===== src/source/wb_bus_pkg.sv =====
// Wishbone-side widths, request struct and response struct
`default_nettype none

package wb_bus_pkg;

	//////////////////////////////////////////////////////////////////////
	// Bus widths
	//////////////////////////////////////////////////////////////////////

	// Word address, one word is four bytes
	localparam int WB_ADDR_W = 26;
	localparam int WB_DATA_W = 32;
	localparam int WB_SEL_W  = WB_DATA_W / 8;

	// One pipelined request as seen on the strobe
	typedef struct packed {
		logic                 we;
		logic [WB_ADDR_W-1:0] addr;
		logic [WB_DATA_W-1:0] data;
		logic [WB_SEL_W-1:0]  sel;
	} wb_req_t;

	// Returned to the master, ack and err never together
	typedef struct packed {
		logic                 ack;
		logic                 err;
		logic [WB_DATA_W-1:0] data;
	} wb_rsp_t;

endpackage

`default_nettype wire


===== src/source/axil_bus_pkg.sv =====
// AXI-lite widths, channel payload structs, response codes and bridge limits
`default_nettype none

package axil_bus_pkg;

	// Byte address, two bits wider than the Wishbone word address
	localparam int AXI_ADDR_W = 28;
	localparam int AXI_DATA_W = 32;
	localparam int AXI_STRB_W = AXI_DATA_W / 8;
	localparam int AXI_PROT_W = 3;

	// Unprivileged, non-secure, data access
	localparam logic [AXI_PROT_W-1:0] AXI_PROT_DATA = 3'b000;

	// Upper bit set means SLVERR or DECERR
	typedef enum logic [1:0] {
		AXIL_OKAY   = 2'b00,
		AXIL_EXOKAY = 2'b01,
		AXIL_SLVERR = 2'b10,
		AXIL_DECERR = 2'b11
	} axil_resp_t;

	// Shared by the AW and AR channels
	typedef struct packed {
		logic [AXI_ADDR_W-1:0] addr;
		logic [AXI_PROT_W-1:0] prot;
	} axil_addr_t;

	typedef struct packed {
		logic [AXI_DATA_W-1:0] data;
		logic [AXI_STRB_W-1:0] strb;
	} axil_wdata_t;

	// B and R channels together, both always ready
	typedef struct packed {
		logic                  bvalid;
		axil_resp_t            bresp;
		logic                  rvalid;
		axil_resp_t            rresp;
		logic [AXI_DATA_W-1:0] rdata;
	} axil_rsp_t;

	//////////////////////////////////////////////////////////////////////
	// Bridge limits
	//////////////////////////////////////////////////////////////////////

	localparam int LG_OUTSTANDING  = 5;
	localparam int OUTSTANDING_MAX = 30;
	// Stall cycles after reset
	localparam int START_HOLD      = 15;

endpackage

`default_nettype wire


===== src/source/axil_chan_stage.sv =====
// Valid/ready holding stage for one AXI-lite request channel
`default_nettype none

module axil_chan_stage #(
	parameter type PAYLOAD_T = axil_bus_pkg::axil_addr_t
) (
	input  wire      i_clk,
	input  wire      i_reset,
	input  wire      i_load,
	input  PAYLOAD_T i_payload,
	output logic     o_valid,
	input  wire      i_ready,
	output PAYLOAD_T o_payload
);

	// Valid rises on load, falls once the slave takes the beat
	// A load in the same cycle as ready keeps valid up for the next beat
	always_ff @(posedge i_clk)
	begin
		if (i_reset)
			o_valid <= 1'b0;
		else if (i_load)
			o_valid <= 1'b1;
		else if (i_ready)
			o_valid <= 1'b0;
	end

	// Payload only changes on load, so it stays put while waiting
	always_ff @(posedge i_clk)
	begin
		if (i_load)
			o_payload <= i_payload;
	end

endmodule

`default_nettype wire


===== src/source/axil_req_issue.sv =====
// Write-address, write-data and read-address channel issue
`default_nettype none

module axil_req_issue (
	input  wire                      i_clk,
	input  wire                      i_reset,
	input  wire                      i_accept,
	input  wb_bus_pkg::wb_req_t      i_req,
	output logic                     o_awvalid,
	input  wire                      i_awready,
	output axil_bus_pkg::axil_addr_t o_aw,
	output logic                     o_wvalid,
	input  wire                      i_wready,
	output axil_bus_pkg::axil_wdata_t o_w,
	output logic                     o_arvalid,
	input  wire                      i_arready,
	output axil_bus_pkg::axil_addr_t o_ar,
	output logic                     o_busy
);

	import axil_bus_pkg::*;

	axil_addr_t  req_addr;
	axil_wdata_t req_wdata;
	logic        wr_load;
	logic        rd_load;

	// Word address to byte address
	assign req_addr  = '{addr: {i_req.addr, 2'b00}, prot: AXI_PROT_DATA};
	assign req_wdata = '{data: i_req.data, strb: i_req.sel};

	// A write needs both AW and W, a read only AR
	assign wr_load = i_accept && i_req.we;
	assign rd_load = i_accept && !i_req.we;

	//////////////////////////////////////////////////////////////////////
	// Channel stages
	//////////////////////////////////////////////////////////////////////

	axil_chan_stage #(.PAYLOAD_T(axil_addr_t)) aw_stage (
		.i_clk     (i_clk),
		.i_reset   (i_reset),
		.i_load    (wr_load),
		.i_payload (req_addr),
		.o_valid   (o_awvalid),
		.i_ready   (i_awready),
		.o_payload (o_aw)
	);

	axil_chan_stage #(.PAYLOAD_T(axil_wdata_t)) w_stage (
		.i_clk     (i_clk),
		.i_reset   (i_reset),
		.i_load    (wr_load),
		.i_payload (req_wdata),
		.o_valid   (o_wvalid),
		.i_ready   (i_wready),
		.o_payload (o_w)
	);

	axil_chan_stage #(.PAYLOAD_T(axil_addr_t)) ar_stage (
		.i_clk     (i_clk),
		.i_reset   (i_reset),
		.i_load    (rd_load),
		.i_payload (req_addr),
		.o_valid   (o_arvalid),
		.i_ready   (i_arready),
		.o_payload (o_ar)
	);

	// Any channel still waiting blocks the next accept
	assign o_busy = (o_awvalid && !i_awready)
		|| (o_wvalid && !i_wready)
		|| (o_arvalid && !i_arready);

endmodule

`default_nettype wire


===== src/source/wb_txn_tracker.sv =====
// Start-up hold, outstanding request count, direction lock, stall and accept
`default_nettype none

module wb_txn_tracker (
	input  wire  i_clk,
	input  wire  i_reset,
	input  wire  i_wb_cyc,
	input  wire  i_wb_stb,
	input  wire  i_wb_we,
	input  wire  i_busy,
	input  wire  i_err_state,
	input  wire  i_ack,
	output logic o_stall,
	output logic o_accept,
	output logic o_pending
);

	import axil_bus_pkg::*;

	localparam int LG_HOLD = $clog2(START_HOLD + 1);

	logic [LG_HOLD-1:0]        hold_cnt;
	logic                      start_hold;
	logic [LG_OUTSTANDING-1:0] outstanding;
	logic                      full;
	logic                      last_we;
	logic                      dir_change;

	//////////////////////////////////////////////////////////////////////
	// Start-up hold
	//////////////////////////////////////////////////////////////////////

	// Counter reloads while reset is held, then counts down to release
	always_ff @(posedge i_clk)
	begin
		if (i_reset)
		begin
			start_hold <= 1'b1;
			hold_cnt   <= LG_HOLD'(START_HOLD);
		end
		else if (start_hold)
		begin
			if (hold_cnt != '0)
				hold_cnt <= hold_cnt - 1'b1;
			else
				start_hold <= 1'b0;
		end
	end

	//////////////////////////////////////////////////////////////////////
	// Stall and accept
	//////////////////////////////////////////////////////////////////////

	// Direction may only change once everything is acknowledged
	assign dir_change = o_pending && (i_wb_we != last_we);

	assign o_stall = start_hold || full || dir_change || i_err_state || i_busy;
	assign o_accept = i_wb_cyc && i_wb_stb && !o_stall;

	// Direction of the most recent accepted request
	always_ff @(posedge i_clk)
	begin
		if (o_accept)
			last_we <= i_wb_we;
	end

	// Outstanding count, dropped on cycle end or error
	always_ff @(posedge i_clk)
	begin
		if (i_reset || start_hold || i_err_state || !i_wb_cyc)
		begin
			outstanding <= '0;
			o_pending   <= 1'b0;
			full        <= 1'b0;
		end
		else
		begin
			case ({o_accept, i_ack})
			2'b10:
			begin
				outstanding <= outstanding + 1'b1;
				o_pending   <= 1'b1;
				// Full once this accept brings the count to the limit
				full <= (outstanding >= LG_OUTSTANDING'(OUTSTANDING_MAX - 1));
			end
			2'b01:
			begin
				outstanding <= outstanding - 1'b1;
				o_pending   <= (outstanding >= LG_OUTSTANDING'(2));
				full        <= 1'b0;
			end
			default:
			begin
				// Accept and ack together leave the count unchanged
			end
			endcase
		end
	end

endmodule

`default_nettype wire


===== src/source/wb_resp_return.sv =====
// Ack/err/data return, error state and AXI-pending request count
`default_nettype none

module wb_resp_return (
	input  wire                     i_clk,
	input  wire                     i_reset,
	input  wire                     i_wb_cyc,
	input  wire                     i_accept,
	input  wire                     i_pending,
	input  axil_bus_pkg::axil_rsp_t i_axi_rsp,
	output wb_bus_pkg::wb_rsp_t     o_wb_rsp,
	output logic                    o_err_state
);

	import axil_bus_pkg::*;

	logic                      rsp_beat;
	logic                      rsp_ok;
	logic                      rsp_bad;
	logic [LG_OUTSTANDING-1:0] axi_pending;

	// One beat per cycle at most, B and R never both for one direction
	assign rsp_beat = i_axi_rsp.bvalid || i_axi_rsp.rvalid;
	assign rsp_ok   = (i_axi_rsp.bvalid && !i_axi_rsp.bresp[1])
		|| (i_axi_rsp.rvalid && !i_axi_rsp.rresp[1]);
	assign rsp_bad  = (i_axi_rsp.bvalid && i_axi_rsp.bresp[1])
		|| (i_axi_rsp.rvalid && i_axi_rsp.rresp[1]);

	//////////////////////////////////////////////////////////////////////
	// Wishbone return
	//////////////////////////////////////////////////////////////////////

	// Nothing goes back once the master has left or after an error
	// Read data follows the R channel every cycle
	always_ff @(posedge i_clk)
	begin
		if (i_reset || !i_wb_cyc || o_err_state)
		begin
			o_wb_rsp.ack <= 1'b0;
			o_wb_rsp.err <= 1'b0;
		end
		else
		begin
			o_wb_rsp.ack <= rsp_ok;
			o_wb_rsp.err <= rsp_bad;
		end
		o_wb_rsp.data <= i_axi_rsp.rdata;
	end

	//////////////////////////////////////////////////////////////////////
	// Error state
	//////////////////////////////////////////////////////////////////////

	// Issued on AXI but not yet answered
	always_ff @(posedge i_clk)
	begin
		if (i_reset)
			axi_pending <= '0;
		else if (i_accept && !rsp_beat)
			axi_pending <= axi_pending + 1'b1;
		else if (!i_accept && rsp_beat)
			axi_pending <= axi_pending - 1'b1;
	end

	// Held until every AXI request in flight has drained
	always_ff @(posedge i_clk)
	begin
		if (i_reset)
			o_err_state <= 1'b0;
		else if (rsp_bad)
			o_err_state <= 1'b1;
		else if (i_pending && !i_wb_cyc)
			// Cycle abandoned with requests still open
			o_err_state <= 1'b1;
		else if (axi_pending == '0)
			o_err_state <= 1'b0;
	end

endmodule

`default_nettype wire


===== src/source/wbaxil_bridge.sv =====
// Top level of the pipelined Wishbone to AXI-lite bridge
`default_nettype none

module wbaxil_bridge (
	input  wire                                   i_clk,
	input  wire                                   i_reset,
	// Wishbone slave side
	input  wire                                   i_wb_cyc,
	input  wire                                   i_wb_stb,
	input  wire                                   i_wb_we,
	input  wire  [wb_bus_pkg::WB_ADDR_W-1:0]      i_wb_addr,
	input  wire  [wb_bus_pkg::WB_DATA_W-1:0]      i_wb_data,
	input  wire  [wb_bus_pkg::WB_SEL_W-1:0]       i_wb_sel,
	output logic                                  o_wb_stall,
	output logic                                  o_wb_ack,
	output logic                                  o_wb_err,
	output logic [wb_bus_pkg::WB_DATA_W-1:0]      o_wb_data,
	// AXI-lite write address
	output logic                                  o_axi_awvalid,
	input  wire                                   i_axi_awready,
	output logic [axil_bus_pkg::AXI_ADDR_W-1:0]   o_axi_awaddr,
	output logic [axil_bus_pkg::AXI_PROT_W-1:0]   o_axi_awprot,
	// AXI-lite write data
	output logic                                  o_axi_wvalid,
	input  wire                                   i_axi_wready,
	output logic [axil_bus_pkg::AXI_DATA_W-1:0]   o_axi_wdata,
	output logic [axil_bus_pkg::AXI_STRB_W-1:0]   o_axi_wstrb,
	// AXI-lite write response
	input  wire                                   i_axi_bvalid,
	output logic                                  o_axi_bready,
	input  wire  [1:0]                            i_axi_bresp,
	// AXI-lite read address
	output logic                                  o_axi_arvalid,
	input  wire                                   i_axi_arready,
	output logic [axil_bus_pkg::AXI_ADDR_W-1:0]   o_axi_araddr,
	output logic [axil_bus_pkg::AXI_PROT_W-1:0]   o_axi_arprot,
	// AXI-lite read data
	input  wire                                   i_axi_rvalid,
	output logic                                  o_axi_rready,
	input  wire  [axil_bus_pkg::AXI_DATA_W-1:0]   i_axi_rdata,
	input  wire  [1:0]                            i_axi_rresp
);

	import wb_bus_pkg::*;
	import axil_bus_pkg::*;

	wb_req_t     wb_req;
	wb_rsp_t     wb_rsp;
	axil_addr_t  aw;
	axil_wdata_t w;
	axil_addr_t  ar;
	axil_rsp_t   axi_rsp;
	logic        accept;
	logic        busy;
	logic        pending;
	logic        err_state;

	// Bundle the flat bus signals
	assign wb_req  = '{we: i_wb_we, addr: i_wb_addr, data: i_wb_data, sel: i_wb_sel};
	assign axi_rsp = '{bvalid: i_axi_bvalid, bresp: axil_resp_t'(i_axi_bresp),
		rvalid: i_axi_rvalid, rresp: axil_resp_t'(i_axi_rresp), rdata: i_axi_rdata};

	// Responses are never back-pressured
	assign o_axi_bready = 1'b1;
	assign o_axi_rready = 1'b1;

	//////////////////////////////////////////////////////////////////////
	// Request side
	//////////////////////////////////////////////////////////////////////

	wb_txn_tracker tracker_inst (
		.i_clk       (i_clk),
		.i_reset     (i_reset),
		.i_wb_cyc    (i_wb_cyc),
		.i_wb_stb    (i_wb_stb),
		.i_wb_we     (i_wb_we),
		.i_busy      (busy),
		.i_err_state (err_state),
		.i_ack       (wb_rsp.ack),
		.o_stall     (o_wb_stall),
		.o_accept    (accept),
		.o_pending   (pending)
	);

	axil_req_issue issue_inst (
		.i_clk     (i_clk),
		.i_reset   (i_reset),
		.i_accept  (accept),
		.i_req     (wb_req),
		.o_awvalid (o_axi_awvalid),
		.i_awready (i_axi_awready),
		.o_aw      (aw),
		.o_wvalid  (o_axi_wvalid),
		.i_wready  (i_axi_wready),
		.o_w       (w),
		.o_arvalid (o_axi_arvalid),
		.i_arready (i_axi_arready),
		.o_ar      (ar),
		.o_busy    (busy)
	);

	// Unbundle the request channels
	assign o_axi_awaddr = aw.addr;
	assign o_axi_awprot = aw.prot;
	assign o_axi_wdata  = w.data;
	assign o_axi_wstrb  = w.strb;
	assign o_axi_araddr = ar.addr;
	assign o_axi_arprot = ar.prot;

	//////////////////////////////////////////////////////////////////////
	// Response side
	//////////////////////////////////////////////////////////////////////

	wb_resp_return resp_inst (
		.i_clk       (i_clk),
		.i_reset     (i_reset),
		.i_wb_cyc    (i_wb_cyc),
		.i_accept    (accept),
		.i_pending   (pending),
		.i_axi_rsp   (axi_rsp),
		.o_wb_rsp    (wb_rsp),
		.o_err_state (err_state)
	);

	assign o_wb_ack  = wb_rsp.ack;
	assign o_wb_err  = wb_rsp.err;
	assign o_wb_data = wb_rsp.data;

endmodule

`default_nettype wire


===== config.mk =====
export PLATFORM = sky130hd
export DESIGN_NAME = wbaxil_bridge
export DESIGN_NICKNAME = d
export VERILOG_FILES = /design/src/source/wb_bus_pkg.sv /design/src/source/axil_bus_pkg.sv /design/src/source/axil_chan_stage.sv /design/src/source/axil_req_issue.sv /design/src/source/wb_txn_tracker.sv /design/src/source/wb_resp_return.sv /design/src/source/wbaxil_bridge.sv
export SDC_FILE = /design/constraint.sdc
export NUM_CORES = 1
export LEC_CHECK = 0
export BUFFER_PORTS_ARGS = -buffer_cell sky130_fd_sc_hd__buf_4
export CAP_MARGIN = 10
export CORE_UTILIZATION = 40
export CTS_CLUSTER_DIAMETER = 150
export DETAILED_ROUTE_END_ITERATION = 10
export PLACE_DENSITY = 0.83
export SLEW_MARGIN = 20
export SYNTH_ARGS = -nofsm -noshare
export SYNTH_HDL_FRONTEND = slang
export SYNTH_SLANG_ARGS = --single-unit

===== constraint.sdc =====
create_clock -name i_clk -period 8.1 [get_ports i_clk]
set_input_delay 0.81 -clock i_clk [delete_from_list [all_inputs] [get_ports i_clk]]
set_output_delay 0.81 -clock i_clk [all_outputs]
set_load 0.01 [all_outputs]

==> flow_summary.ini <==
[final_layout]
drive_gt1_share_pct = 49.7
area_growth_syn_to_layout_pct = 51.8
n_antenna_cell = 0
final_net_count = 650
final_cell_mix = buf_4 (233), edfxtp_1 (89), dfxtp_1 (55)
final_cells = 686
final_common_cell = buf_4

[yosys]
synth-edff-count = 89
ys.warnings.count = 0
synth_top_area_share_pct = 57.0
yosysSeqAreaShare_pct = 80.5
ys_ff_latch = 144
ys_types = 37
async_flop_share_pct = 0
synth_area_sq_mm = 0.00469
syn_inst = 285
synth.avg_cell_area_sq_um = 16.5
synth_top_area_cell = edfxtp_1
synthTopCellsByArea = edfxtp_1 (57%), dfxtp_1 (23%), ha_1 (2.7%)
synthFlopType = edfxtp_1

[timing]
rsz0062_at_grt = no
hold_viol = 0
slew_violations = 0
finClkSkew_ns = 0.00825
relSlewSlack_pct = 46.7
period_minus_slack_ns = 3.62
worst_pin_slew_ns = 0.799
finalSetupViolations = 0
fin_crit_sh_pct = 44.7
fmax_ghz = 0.276
finalSetupTns_ns = 0

[detailed_routing]
drtIter0Drc = 152
routed_wl_um = 12000
drc = 0
vias = 3247
wire_per_inst_um = 17.5
firstDrtPassIters = 4
vias_per_cell = 4.73
postRouteAntennaNets = 0

[power]
power.density_mw_per_mm2 = 230
ir_worst_vdd_uv = 145
leakage_nw = 3.01
totalPowerFinal_mw = 1.63

[clock_network]
cts-buffers-inserted = 17
cts_setup_buffers = 0
post_cts_resized = 0
cts_tree = done
cts-root-buf = clkbuf_16
clk_pin_slew_ns = 0.06
cts_sinks = 144
cts_max_path_buffers = 2
htree_num_levels = 4
cts_hold_buf = 0
clock_latency_ns = 0.41

[placement]
post-place-cells = 654
io_buffer_count = 231
gp_congestion = 0.761
dp_hpwl_um = 8860

[worst_setup_path]
critPathMaxFanout = 7
start_kind = input port
required_ns = 8.40
path_class = input port to flop
crit_path_end_kind = flop
critPathBufInv = 3
arrival_ns = 3.92
cpMaxStageDelayCell = a2111oi_0
cp_top_family = compound AO/OA/AOI/OAI gates
path_cells = buf_4 -> xor2_1 -> a2111oi_0 -> nand4_1 -> inv_1 -> ha_1 -> inv_1 -> ha_1 -> a21oi_1 -> a211oi_1 -> a31oi_1 -> mux2_2
ff2ff_setup_slack_ns = 4.63
critPathMaxStageDelay_ns = 0.60

[worst_hold_path]
hp-class = flop to flop

[job]
maxCapViolations = 0

[global_routing]
grt_max_degree = 63
grt_pass1_vias = 3037
track_usage_pct = 18.3
grt_pass1_wl_um = 15700
antenna_found_initial = 0
overflow = 0

[floorplan]
row_count = 39
design.die.area_sq_mm = 0.0122
core_area_sq_mm = 0.0114
start_util_pct = 41.1
die_w_um = 110
ios = 246
die_h_um = 110

[run_status]
status = completed
-- synthesized netlist by cell type (4+ instances only) --
library cell / count
edfxtp_1: 89
dfxtp_1: 55
nor2_1: 24
inv_1: 15
buf_4: 12
a21oi_1: 11
ha_1: 10
nand2b_1: 7
xor2_1: 6
a31oi_1: 5
nand3b_1: 5
o31ai_1: 5
clkbuf_1: 4
-- metal layers --
metal	GRT usage, %	up-vias	routed length [um]
met5	0	-	0
met4	7.52	0	203
met3	7.47	19	1200
met2	33.7	157	6570
met1	17.9	1577	4020
li1	-	1494	-
-- layout make-up --
class | count | area (sq um)
Fill cell | 830 | 4300
Clock buffer | 18 | 439
Sequential cell | 144 | 3770
Inverter | 15 | 56.3
Multi-Input combinational cell | 119 | 797
Timing Repair Buffer | 233 | 1750
Tap cell | 143 | 179
Clock inverter | 14 | 124
-- where the power goes --
part / internal, mW / total [mW] / switching (mW) / leakage [nW]
Sequential: 0.793 / 0.802 / 0.00887 / 1.26
Clock: 0.410 / 0.726 / 0.316 / 0.273
Combinational: 0.0622 / 0.105 / 0.0433 / 1.48
-- registers in the layout, indices dropped and copies added, names as in the netlist --
signal and cells:
issue_inst.w_stage.o_payload 36, issue_inst.aw_stage.o_valid 1, tracker_inst.start_hold 1, resp_inst.o_wb_rsp 34, resp_inst.o_err_state 1, resp_inst.axi_pending 5
tracker_inst.hold_cnt 4, issue_inst.aw_stage.o_payload 26, tracker_inst.full 1, issue_inst.ar_stage.o_payload 26, tracker_inst.outstanding 5, tracker_inst.o_pending 1
tracker_inst.last_we 1, issue_inst.w_stage.o_valid 1, issue_inst.ar_stage.o_valid 1
-- through the flow --
stage               util, %  hold WS [ns]  worst slack (ns)  cell area (sq um)
detailed placement     57.4         0.479              4.13               6560
CTS                    62.3         0.483              4.46               7120
floorplan                 -         0.456              3.22               4730
global placement       57.4         0.471              4.16               6560
global route           62.3         0.477              4.26               7120
finish                 62.3         0.488              4.48               7120
-- path summary, 6_finish.rpt --
path | startpoint | endpoint | cells after the start
setup / recovery | i_wb_we | resp_inst.axi_pending[4] | 12
hold / removal | tracker_inst.hold_cnt[1] | tracker_inst.hold_cnt[1] | 1
setup reg to reg | tracker_inst.last_we | resp_inst.axi_pending[4] | 11
hold reg to reg | tracker_inst.hold_cnt[1] | tracker_inst.hold_cnt[1] | 1
-- kinds of logic (layout without fill, tap and decap cells) --
group           Yosys count  count (layout)  share of synthesized area (%)
compound gates           30              30                           4.16
xor+xnor                  8               8                           1.49
other cells               2              12                          0.160
simple gates             54              54                           5.98
buf+inv                  32             280                           3.55
flops                   144             144                           80.5
fa+ha+maj                12              12                           3.52
mux                       3               3                          0.667
(Power assumes the default switching activity.)
